`src/include/lb_settings.svh`:
```
`ifndef LB_SETTINGS_SVH
`define LB_SETTINGS_SVH

// bits per pixel
`define LB_PIX_W 8

// longest supported line, also the depth of each line delay
`define LB_MAX_LINE 64

// bits of a column or row coordinate
`define LB_COORD_W 16

`endif

```
`src/lb_pkg.sv`:
```
`default_nettype none

`include "lb_settings.svh"

package lb_pkg;

  typedef logic [`LB_PIX_W-1:0] pix_t;      // one pixel
  typedef logic [`LB_COORD_W-1:0] coord_t;  // column, row, width or height

  // 3x3 window, entry = row_off*3 + col_off
  // entry 8 is the newest pixel (r,c), entry 0 is (r-2,c-2)
  typedef pix_t [8:0] win_t;

  typedef logic [8:0] mask_t;  // keep bit per window entry

  // runtime frame settings, taken at start
  typedef struct packed {
    coord_t width;
    coord_t height;
    logic   zero_pad;
  } lb_cfg_t;

  // position of the pixel on offer
  typedef struct packed {
    coord_t col;
    coord_t row;
    logic   line_end;   // col == width-1
    logic   frame_end;  // line_end on the last row
  } lb_pos_t;

  typedef enum logic [1:0] {
    LB_IDLE = 2'd0,
    LB_RUN  = 2'd1,
    LB_LAST = 2'd2
  } lb_state_e;

endpackage

`default_nettype wire

```
`src/lb_border_mask.sv`:
```
`default_nettype none

module lb_border_mask (
  input  wire logic            clk,
  input  wire logic            rst_n,
  input  wire logic            run,
  input  wire logic            pix_valid,
  input  wire logic            win_ready,
  input  wire logic            zero_pad,
  input  wire lb_pkg::win_t    win,
  input  wire lb_pkg::lb_pos_t win_pos,
  input  wire logic            valid_stb,
  output logic                 accept,
  output logic                 pix_ready,
  output logic                 out_empty,
  output logic                 win_valid,
  output lb_pkg::win_t         win_data
);

  import lb_pkg::*;

  mask_t keep_tap;  // per-entry keep
  logic  keep_win;  // window goes out at all
  logic  pending;   // window held under back-pressure

  // border mask from the newest pixel position
  always_comb
  begin
    keep_tap = '1;
    if (win_pos.row == '0)
      keep_tap[5:0] = '0;  // rows r-2 and r-1 above the frame
    else if (win_pos.row == coord_t'(1))
      keep_tap[2:0] = '0;  // only r-2 above

    if (win_pos.col == '0)
    begin
      // col_off 0 and 1 left of the frame
      keep_tap[0] = 1'b0;
      keep_tap[1] = 1'b0;
      keep_tap[3] = 1'b0;
      keep_tap[4] = 1'b0;
      keep_tap[6] = 1'b0;
      keep_tap[7] = 1'b0;
    end
    else if (win_pos.col == coord_t'(1))
    begin
      keep_tap[0] = 1'b0;  // col_off 0 only
      keep_tap[3] = 1'b0;
      keep_tap[6] = 1'b0;
    end
  end

  // without padding only full interior windows
  assign keep_win = zero_pad || ((win_pos.row >= coord_t'(2)) && (win_pos.col >= coord_t'(2)));

  // store regs do not move while held, so the data stays put
  always_comb
  begin
    for (int i = 0; i < 9; i++)
      win_data[i] = (zero_pad && !keep_tap[i]) ? '0 : win[i];
  end

  assign win_valid = (valid_stb && keep_win) || pending;
  assign out_empty = !win_valid;

  // hold until taken
  always_ff @(posedge clk or negedge rst_n)
  begin
    if (!rst_n)
      pending <= 1'b0;
    else
      pending <= win_valid && !win_ready;
  end

  // input moves only when the output slot frees up this cycle
  assign pix_ready = run && (out_empty || win_ready);
  assign accept    = pix_valid && pix_ready;

endmodule

`default_nettype wire

```
`src/lb_ctrl_fsm.sv`:
```
`default_nettype none

module lb_ctrl_fsm (
  input  wire logic            clk,
  input  wire logic            rst_n,
  input  wire logic            start,
  input  wire lb_pkg::lb_cfg_t cfg_in,
  input  wire logic            accept,
  input  wire logic            frame_end,
  input  wire logic            out_empty,
  output lb_pkg::lb_cfg_t      cfg,
  output logic                 clear,
  output logic                 run,
  output logic                 busy
);

  import lb_pkg::*;

  lb_state_e state;
  lb_state_e state_nxt;
  logic      start_ok;

  assign start_ok = start && (state == LB_IDLE);  // start ignored while busy

  // next state
  always_comb
  begin
    state_nxt = state;
    unique case (state)
      LB_IDLE:
        if (start_ok)
          state_nxt = LB_RUN;
      LB_RUN:
        if (accept && frame_end)
          state_nxt = LB_LAST;  // last pixel taken, drain output
      LB_LAST:
        if (out_empty)
          state_nxt = LB_IDLE;
      default:
        state_nxt = LB_IDLE;
    endcase
  end

  always_ff @(posedge clk or negedge rst_n)
  begin
    if (!rst_n)
    begin
      state <= LB_IDLE;
      cfg   <= '0;
    end
    else
    begin
      state <= state_nxt;
      if (start_ok)
        cfg <= cfg_in;  // frame settings held until next start
    end
  end

  assign clear = start_ok;             // counter back to (0,0) on start edge
  assign run   = (state == LB_RUN);    // input side open
  assign busy  = (state != LB_IDLE);

endmodule

`default_nettype wire

```
`src/lb_line_store.sv`:
```
`default_nettype none

`include "lb_settings.svh"

module lb_line_store (
  input  wire logic            clk,
  input  wire logic            rst_n,
  input  wire logic            accept,
  input  wire lb_pkg::coord_t  width,
  input  wire lb_pkg::pix_t    pix_data,
  input  wire lb_pkg::lb_pos_t pos,
  output lb_pkg::win_t         win,
  output lb_pkg::lb_pos_t      win_pos,
  output logic                 valid_stb
);

  import lb_pkg::*;

  localparam int TAP_W = $clog2(`LB_MAX_LINE);

  pix_t             line1 [`LB_MAX_LINE];  // previous row
  pix_t             line2 [`LB_MAX_LINE];  // row before that
  logic [TAP_W-1:0] tap;
  pix_t             up1;
  pix_t             up2;

  // line1[k] holds the pixel taken k+1 accepts ago, so width-1 is one row up
  assign tap = TAP_W'(width - coord_t'(1));
  assign up1 = line1[tap];
  assign up2 = line2[tap];  // fed from the line1 tap, two rows up

  // two runtime-length line delays
  always_ff @(posedge clk)
  begin
    if (accept)
    begin
      line1[0] <= pix_data;
      line2[0] <= up1;
      for (int k = 1; k < `LB_MAX_LINE; k++)
      begin
        line1[k] <= line1[k-1];
        line2[k] <= line2[k-1];
      end
    end
  end

  // sliding 3x3, each row shifts left, new column enters at col_off 2
  always_ff @(posedge clk)
  begin
    if (accept)
    begin
      for (int r = 0; r < 3; r++)
      begin
        win[r*3]   <= win[r*3+1];
        win[r*3+1] <= win[r*3+2];
      end
      win[2]  <= up2;       // (r-2,c)
      win[5]  <= up1;       // (r-1,c)
      win[8]  <= pix_data;  // (r,c)
      win_pos <= pos;       // position of newest pixel
    end
  end

  // window fresh in the cycle after an accept
  always_ff @(posedge clk or negedge rst_n)
  begin
    if (!rst_n)
      valid_stb <= 1'b0;
    else
      valid_stb <= accept;
  end

endmodule

`default_nettype wire

```
`src/lb_pos_counter.sv`:
```
`default_nettype none

module lb_pos_counter (
  input  wire logic           clk,
  input  wire logic           rst_n,
  input  wire logic           clear,
  input  wire logic           accept,
  input  wire lb_pkg::coord_t width,
  input  wire lb_pkg::coord_t height,
  output lb_pkg::lb_pos_t     pos
);

  import lb_pkg::*;

  coord_t col;
  coord_t row;
  logic   line_end;
  logic   frame_end;

  // end flags straight off the count
  assign line_end  = (col == width - coord_t'(1));
  assign frame_end = line_end && (row == height - coord_t'(1));

  always_ff @(posedge clk or negedge rst_n)
  begin
    if (!rst_n)
    begin
      col <= '0;
      row <= '0;
    end
    else if (clear)
    begin
      col <= '0;  // new frame
      row <= '0;
    end
    else if (accept)
    begin
      if (line_end)
      begin
        col <= '0;
        // wrap row at frame end, next frame restarts anyway
        if (frame_end)
          row <= '0;
        else
          row <= row + coord_t'(1);
      end
      else
      begin
        col <= col + coord_t'(1);
      end
    end
  end

  always_comb
  begin
    pos.col       = col;
    pos.row       = row;
    pos.line_end  = line_end;
    pos.frame_end = frame_end;
  end

endmodule

`default_nettype wire

```
`src/lb_top.sv`:
```
`default_nettype none

module lb_top (
  input  wire logic            clk,
  input  wire logic            rst_n,
  input  wire logic            start,
  input  wire lb_pkg::lb_cfg_t cfg_in,
  input  wire logic            pix_valid,
  input  wire lb_pkg::pix_t    pix_data,
  output logic                 pix_ready,
  output logic                 win_valid,
  output lb_pkg::win_t         win_data,
  input  wire logic            win_ready,
  output logic                 busy
);

  import lb_pkg::*;

  lb_cfg_t cfg;        // latched settings
  logic    clear;
  logic    run;
  logic    accept;     // pixel handshake
  logic    out_empty;
  lb_pos_t pos;        // position of the pixel on offer
  win_t    win;        // raw window from the store
  lb_pos_t win_pos;
  logic    valid_stb;

  lb_ctrl_fsm u_ctrl (
    .clk       (clk),
    .rst_n     (rst_n),
    .start     (start),
    .cfg_in    (cfg_in),
    .accept    (accept),
    .frame_end (pos.frame_end),
    .out_empty (out_empty),
    .cfg       (cfg),
    .clear     (clear),
    .run       (run),
    .busy      (busy)
  );

  lb_pos_counter u_pos (
    .clk    (clk),
    .rst_n  (rst_n),
    .clear  (clear),
    .accept (accept),
    .width  (cfg.width),
    .height (cfg.height),
    .pos    (pos)
  );

  lb_line_store u_store (
    .clk       (clk),
    .rst_n     (rst_n),
    .accept    (accept),
    .width     (cfg.width),
    .pix_data  (pix_data),
    .pos       (pos),
    .win       (win),
    .win_pos   (win_pos),
    .valid_stb (valid_stb)
  );

  lb_border_mask u_mask (
    .clk       (clk),
    .rst_n     (rst_n),
    .run       (run),
    .pix_valid (pix_valid),
    .win_ready (win_ready),
    .zero_pad  (cfg.zero_pad),
    .win       (win),
    .win_pos   (win_pos),
    .valid_stb (valid_stb),
    .accept    (accept),
    .pix_ready (pix_ready),
    .out_empty (out_empty),
    .win_valid (win_valid),
    .win_data  (win_data)
  );

endmodule

`default_nettype wire
```
`config.mk`:
```
export PLATFORM = sky130hd
export DESIGN_NAME = lb_top
export DESIGN_NICKNAME = d
export VERILOG_FILES = /design/src/lb_pkg.sv /design/src/lb_border_mask.sv /design/src/lb_ctrl_fsm.sv /design/src/lb_line_store.sv /design/src/lb_pos_counter.sv /design/src/lb_top.sv
export VERILOG_INCLUDE_DIRS = /design/src /design/src/include
export SDC_FILE = /design/constraint.sdc
export NUM_CORES = 1
export LEC_CHECK = 0
export BUFFER_PORTS_ARGS = -buffer_cell sky130_fd_sc_hd__clkbuf_2
export CELL_PAD_IN_SITES_DETAIL_PLACEMENT = 0
export CELL_PAD_IN_SITES_GLOBAL_PLACEMENT = 1
export CORE_MARGIN = 8
export CORE_UTILIZATION = 55
export DETAILED_ROUTE_END_ITERATION = 10
export PLACE_DENSITY_LB_ADDON = 0.1
export SYNTH_ARGS = -nofsm -noshare
export SYNTH_HDL_FRONTEND = slang
export SYNTH_HIERARCHICAL = 1
export SYNTH_SLANG_ARGS = --single-unit
```
`constraint.sdc`:
```
create_clock -name clk -period 78.1 [get_ports clk]
set_input_delay 7.81 -clock clk [delete_from_list [all_inputs] [get_ports clk]]
set_output_delay 7.81 -clock clk [all_outputs]
set_load 0.1 [all_outputs]
```
# Word-level counts from Yosys, hierarchy flattened
# Memory sizes are Yosys's and may differ from the RTL's. A register that Yosys moved wholly into a read port is not among the register bits.
# Index checks and enable logic that the tools add are counted.
# op_classes
order_cmp,2
muxes,32
eq_ne,9
n_reduce_logical,36
add_sub_neg,4
# op_table
op,count
$mux W16,7
$mux W8,8
$add A16 B1 Y16 const B,2
$eq A16 B1 Y1 const B,2
$eq A16 B16 Y1,2
$ge A16 B2 Y1 const B,2
$logic_not A16 Y1,2
$sub A16 B1 Y16 const B,2
$logic_and A1 B1 Y1,16
$mux W1,10
$logic_not A1 Y1,9
$mux W3,3
$mux W2,3
$ne A2 B2 Y1 const B,3
$pmux W2 S3,1
$reduce_bool A2 Y1,3
$logic_or A1 B1 Y1,3
$reduce_and A3 Y1,1
$eq A2 B1 Y1 const B,1
$eq A2 B2 Y1 const B,1
$logic_not A2 Y1,1
$reduce_and A2 Y1,1
# totals
mem_bits_rw,1024
out_inout_bits,75
n_memories,2
wordCells,103
inputBits,46
register_bits,165
# memory_table
memory,depth,width,rd,rd_ports_with_merged_regs,write_ports,line_no,rtl
u_store.line1,64,8,64,0,64,lb_line_store.sv:21,pix_t line1 [`LB_MAX_LINE];
u_store.line2,64,8,64,1,64,lb_line_store.sv:22,pix_t line2 [`LB_MAX_LINE];

# Depth between registers and ports, before layout
# Gate-level depths: netlist (run 1).
# depth
word_depth,12
ltp_mapped,14
depth_no_buf,10

# Modules after synthesis
# The synthesis (run 1) kept the hierarchy.
# modules_own_cells
mod,area_per_inst_um2,n_inst,cells_per_inst
lb_line_store,41250.8,1,1735
lb_pos_counter,2966.6,1,379
lb_ctrl_fsm,1341.3,1,78
lb_border_mask,760.7,1,109

# Least setup slack after synthesis (run 1)
# No wires, ideal clock.
# synth_path
path_type,input-to-reg
from,in pix_valid
to,reg u_pos.col[15]
stages,8
arrival_ns,67.578
t_required_ns,77.968
setup_ns,0.132
setup_slack_ns,10.390
path_cell_list,nand2_1 -> a21oi_1 -> o2111ai_1 -> or2_2 -> nor2_1 -> nand4_1 -> xor2_1 -> nor2_1
# synth_between
elab_chain_len,2
# synth_rtl
element,line_no,rtl
from (decl),lb_top.sv:8,"input wire logic pix_valid,"
$logic_and A1 B1 Y1,lb_border_mask.sv:77,assign accept = pix_valid && pix_ready;
via accept,lb_top.sv:22,logic accept;
$reduce_bool A2 Y1 (no line),n/a,
to (signal assigned),lb_pos_counter.sv:49,col <= col + coord_t'(1);
to (decl),lb_pos_counter.sv:15,coord_t col;
# The timed path passes the listed nets, and every way through them passes these cells.
# A chain may end at the register's enable or synchronous reset.

# Final worst setup path (run 1)
# layout_path
from,in win_ready
to,out pix_ready
# layout_between
elab_chain_len,2
# layout_rtl
element,line_no,rtl
from (decl),lb_top.sv:13,"input wire logic win_ready,"
$logic_or A1 B1 Y1,lb_border_mask.sv:76,assign pix_ready = run && (out_empty || win_ready);
$logic_and A1 B1 Y1,lb_border_mask.sv:76,
to (decl),lb_top.sv:10,"output logic pix_ready,"
# Every way passes these cells.

==> summary.txt, run 1 <==
initial antenna violation count: 0
Min-Delay Path Class: register to register
dpl ws: 61590 ps
wire length per cell: 25.45 um
post-route setup TNS: 0 ps
vias in the first global route: 23686
clk slew on worst S/H paths: 60 ps
Syn Nets: 2349
CTS buffer count: 116
cells after synthesis: 2298
area added between synthesis and finish: 11.27%
PwrDens: 28.94 nW/um^2
Max Root-Sink Buffers: 3
Die Ht: 306.0 um
leak pwr: 16.39 nW
CTS H-Tree Depth: 3
core area: 83420 sq um
placed cells: 3411
Clk Latency, worst-skew pair: 680 ps
1st-iter DRT viols: 2237
Routed WL: 92.08 mm
Setup Skew: 21.58 ps
Hold Startpoint: u_store/win[10]
worst path required time: 70290 ps
Hold-fix buffers, CTS: 0
CP Capture Type: primary output
Slew headroom: 3.648%
# resized after CTS: 0
Max Cap Viol: 0
critical path class: input port to primary output
Worst Path Arrival: 8690 ps
RePlAce Congestion: 0.7536
Post-DP HPWL: 53.41 mm
DRC: 0
Final Non-Filler Cells: 3618
max-slew violations: 0
worst setup margin: 61600 ps
yosys warns: 6
CTS Root Cell: clkbuf_16
Post-CTS Setup Bufs: 0
Vias/cell: 6.244
RSZ-0062 raised after global routing: no
Final min period: 16500 ps
starting density of the core: 55.44%
status: complete, no violations
fillers: 5819
Die Wd: 306.0 um
Startpoint Class: input port
Antenna Cells: 0
max frequency: 60.60 MHz
Syn Area/Cell: 20.13 sq um
slew at the pin closest to its max-slew limit: 1427 ps
full die area: 93630 sq um
Final setup violation count: 0
share of layout cells above drive strength 1: 27.07%
CTS tree: yes
most common cell after layout, fill and taps aside: edfxtp_1
Layout Nets: 2500
ANT nets after route: 0
1st-pass router iterations: 5
vias post-DR: 22592
GRT Residual Overflow: 0
R2R Path Start: u_store/win_pos[33]
worst vdd ir: 0.03219 mV
fin crit share: 21.13%
GRT Util Overall: 19.68%
highest-count cells in the layout ignoring fill and taps: edfxtp_1 (1080), mux4_2 (272), clkbuf_16 (119), clkbuf_2 (119), nand2_1 (106)
Mapped Area: 46250 sq um
final hold vios: 0
FP Rows: 106
total power: 0.001489 W
PortBufs: 120
CP max FO: 3
first-pass GRT wire length: 143.7 mm
total clock sinks: 1149
crit path from: win_ready
largest net degree at the start of global routing: 195
io pins: 121
power by group:
| group | internal [W] | leakage (nW) | switching (W) |
|---|---|---|---|
| sequential | 0.000722 | 10.4 | 0.0000250 |
| clock | 0.000290 | 1.72 | 0.000224 |
| combinational | 0.0000814 | 4.28 | 0.000146 |
area by class of cell:
cell class | count | area (sq um) | area share, %
Inverter | 18 | 67.56 | 0.1313
Clock buffer | 147 | 3123 | 6.068
Clock inverter | 60 | 379.1 | 0.7367
Sequential cell | 1149 | 34160 | 66.38
Timing Repair Buffer | 164 | 980.9 | 1.906
Multi-Input combinational cell | 1000 | 11400 | 22.15
Tap cell | 1080 | 1351 | 2.626
worst max-delay path, stage by stage:
cell and delay [ps]:
clkbuf_2 80, nor2_1 240, a21boi_0 150, clkbuf_2 410
through the flow:
stage                     hold slack (ps)  utilization (%)  instance area, sq um
after floorplan                     417.4                -                 46250
after global placement              423.4            57.49                 47960
after detailed placement            424.1            57.49                 47960
after CTS                           439.1            61.69                 51460
after global routing                442.5            61.69                 51460
final                               438.1            61.69                 51460
state kept, by name, summed over array words and instances (netlist names):
name	flops
u_store/win_pos	32
u_pos/row	16
u_store/win	24
u_store/valid_stb	1
u_ctrl/cfg	33
u_pos/col	16
u_store/line1	512
u_mask/pending	1
u_ctrl/state	2
u_store/line2	512
layer usage:
metal,vias to the layer above,global-route usage [%],routed length [um],share of wire [%]
met2,705,30.14,43720,47
met1,12005,29.58,40820,44
li1,9760,-,-,-
met4,0,4.854,1877,2.0
met3,122,3.674,5673,6.2
met5,-,0,0,0
path summary, 6_finish.rpt:
path,cells after the start,end,slack (ps)
setup / recovery,4,pix_ready,61600
hold / removal,0,u_store/win[2],440
setup reg to reg,7,u_store/line2[47][6],71860
max in group asynchronous,2,u_ctrl/cfg[17],70020
min in group asynchronous,2,u_ctrl/cfg[32],7350
hold reg to reg,0,u_store/win[2],440
(Power assumes the default switching activity.)
==> run 2: changes to the inputs <==
- ABC_AREA: unset -> 1
- CORE_UTILIZATION: 55 -> 45
- clock period: 78.1 -> 13.46 ns (I/O delays scaled with it)
==> run 2 against run 1 <==
Net effect: cell count is 80% higher; register-to-register slack worse by 63000 ps; first-iteration DRC count is 22% higher.
==> summary.txt, run 2 <==
status: complete, no violations
Layout Nets: 4989
Antenna Cells: 0
max-slew violations: 0
Worst Path Arrival: 5170 ps
Min-Delay Path Class: register to register
combinational share of power: 34.0%
placed cells: 6292
Syn Area/Cell: 10.29 sq um
slew at the pin closest to its max-slew limit: 1112 ps
final hold vios: 0
worst vdd ir: 0.3803 mV
io pins: 121
Seq pwr share: 38.1%
RSZ-0062 raised after global routing: no
Max Cap Viol: 0
Clk Latency, worst-skew pair: 720 ps
Syn Nets: 4941
core area: 110800 sq um
met1 GRT Util: 28.32%
area added between synthesis and finish: 11.46%
Post-DP HPWL: 64.49 mm
starting density of the core: 45.43%
DRC: 0
DP Area: 52100 sq um
CP Capture Type: register
critical path class: register to register
Post-CTS Setup Bufs: 0
leak pwr: 23.12 nW
fillers: 10126
Die Wd: 350.5 um
Vias/cell: 5.051
first-pass GRT wire length: 188.7 mm
share of layout cells above drive strength 1: 7.891%
max frequency: 206.5 MHz
Final Non-Filler Cells: 6519
CTS buffer count: 132
Power Internal: 0.007414 W
ANT nets after route: 0
1st-pass router iterations: 5
Startpoint Class: register
cells after synthesis: 4890
CTS Root Cell: clkbuf_16
most common cell after layout, fill and taps aside: nand2_1
CP max FO: 162
yosys warns: 6
M3 GR Usage: 3.016%
GR peak layer: met2
highest-count cells in the layout ignoring fill and taps: nand2_1 (1693), edfxtp_1 (1080), nand3_1 (729)
Final setup violation count: 0
CTS tree: yes
total power: 0.01215 W
GRT Residual Overflow: 0
total clock sinks: 1149
Slew headroom: 25.89%
Sw Ratio: 38.99%
Die Ht: 350.5 um
GRT Util Overall: 19.41%
CTS H-Tree Depth: 4
wire length per cell: 18.30 um
biggest regs: u_store/line1: 512 flops, u_store/line2: 512 flops, u_ctrl/cfg: 33 flops
design area: 56110 sq um
Routed WL: 119.3 mm
fin crit share: 35.98%
full die area: 122800 sq um
largest net degree at the start of global routing: 172
initial antenna violation count: 3
Psw: 0.004738 W
Max Root-Sink Buffers: 3
worst path required time: 13780 ps
Mapped Area: 50340 sq um
clk slew on worst S/H paths: 60 ps
vias in the first global route: 32207
FP Rows: 122
RePlAce Congestion: 0.8047
clock network power share: 27.9%
Hold-fix buffers, CTS: 0
# resized after CTS: 0
1st-iter DRT viols: 2730
Setup Skew: 23.60 ps
Final min period: 4843 ps
PwrDens: 216.6 nW/um^2
PortBufs: 120
met2 GRT Util: 30.17%
vias post-DR: 32930
run 2: path summary, 6_finish.rpt:
check | cells after the start | start | slack (ps) | endpoint
hold reg to reg | 0 | u_store/line2[37][5] | 430 | u_store/line2[38][5]
setup reg to reg | 15 | u_store/win_pos[5] | 8620 | u_store/line2[48][1]
min in group asynchronous | 2 | rst_n | 850 | u_pos/row[3]
hold / removal | 0 | u_store/line2[37][5] | 430 | u_store/line2[38][5]
max in group asynchronous | 2 | rst_n | 11930 | u_ctrl/cfg[17]
setup / recovery | 15 | u_store/win_pos[5] | 8620 | u_store/line2[48][1]
run 2: layer usage:
metal / vias to the layer above / wire, um
li1: 16199 / -
met1: 15883 / 56570
met2: 678 / 54220
met3: 170 / 5660
met4: 0 / 2837
met5: - / 0
run 2: worst max-delay path: stages, from the launching register on:
cell and delay, ps:
edfxtp_1 360, nor2_1 110, nand2_1 90, nor2_4 190, nand2_2 100, nand2_1 70
nand2_1 70, nand2_1 80, nand2_2 80, nand2_4 80, nand2_4 50, nor2_4 90
buf_4 500, buf_12 670, buf_4 820, buf_4 900
run 2: through the flow:
step	utilization, %	setup WS, ps	setup TNS, ps	hold slack [ps]
final	50.63	8617	0	433.1
after global routing	50.63	8259	0	445.6
after CTS	50.63	8546	0	432.7
after detailed placement	47.01	8147	0	429.9
after global placement	47.01	8204	0	425.0
after floorplan	-	-8056	-5016410	419.6
run 2: final cells by class:
class                           count  area [sq um]  area share (%)
Inverter                          517          1977           3.523
Tap cell                         1488          1862           3.318
Timing Repair Buffer              159         968.4           1.726
Sequential cell                  1149         34160           60.89
Clock buffer                      175          3570           6.362
Clock inverter                     52         442.9          0.7894
Multi-Input combinational cell   2979         13130           23.39
run 2: power groups by stage:
stage / Sequential (W) / Clock, W / Combinational (W)
3_5_place_dp: 0.00470 / 0 / 0.00419
3_3_place_gp: 0.00470 / 0 / 0.00419
2_1_floorplan: 0.00472 / 0 / 0.00299
6_report: 0.00463 / 0.00339 / 0.00413
4_1_cts: 0.00464 / 0.00349 / 0.00420
5_1_grt: 0.00467 / 0.00362 / 0.00460
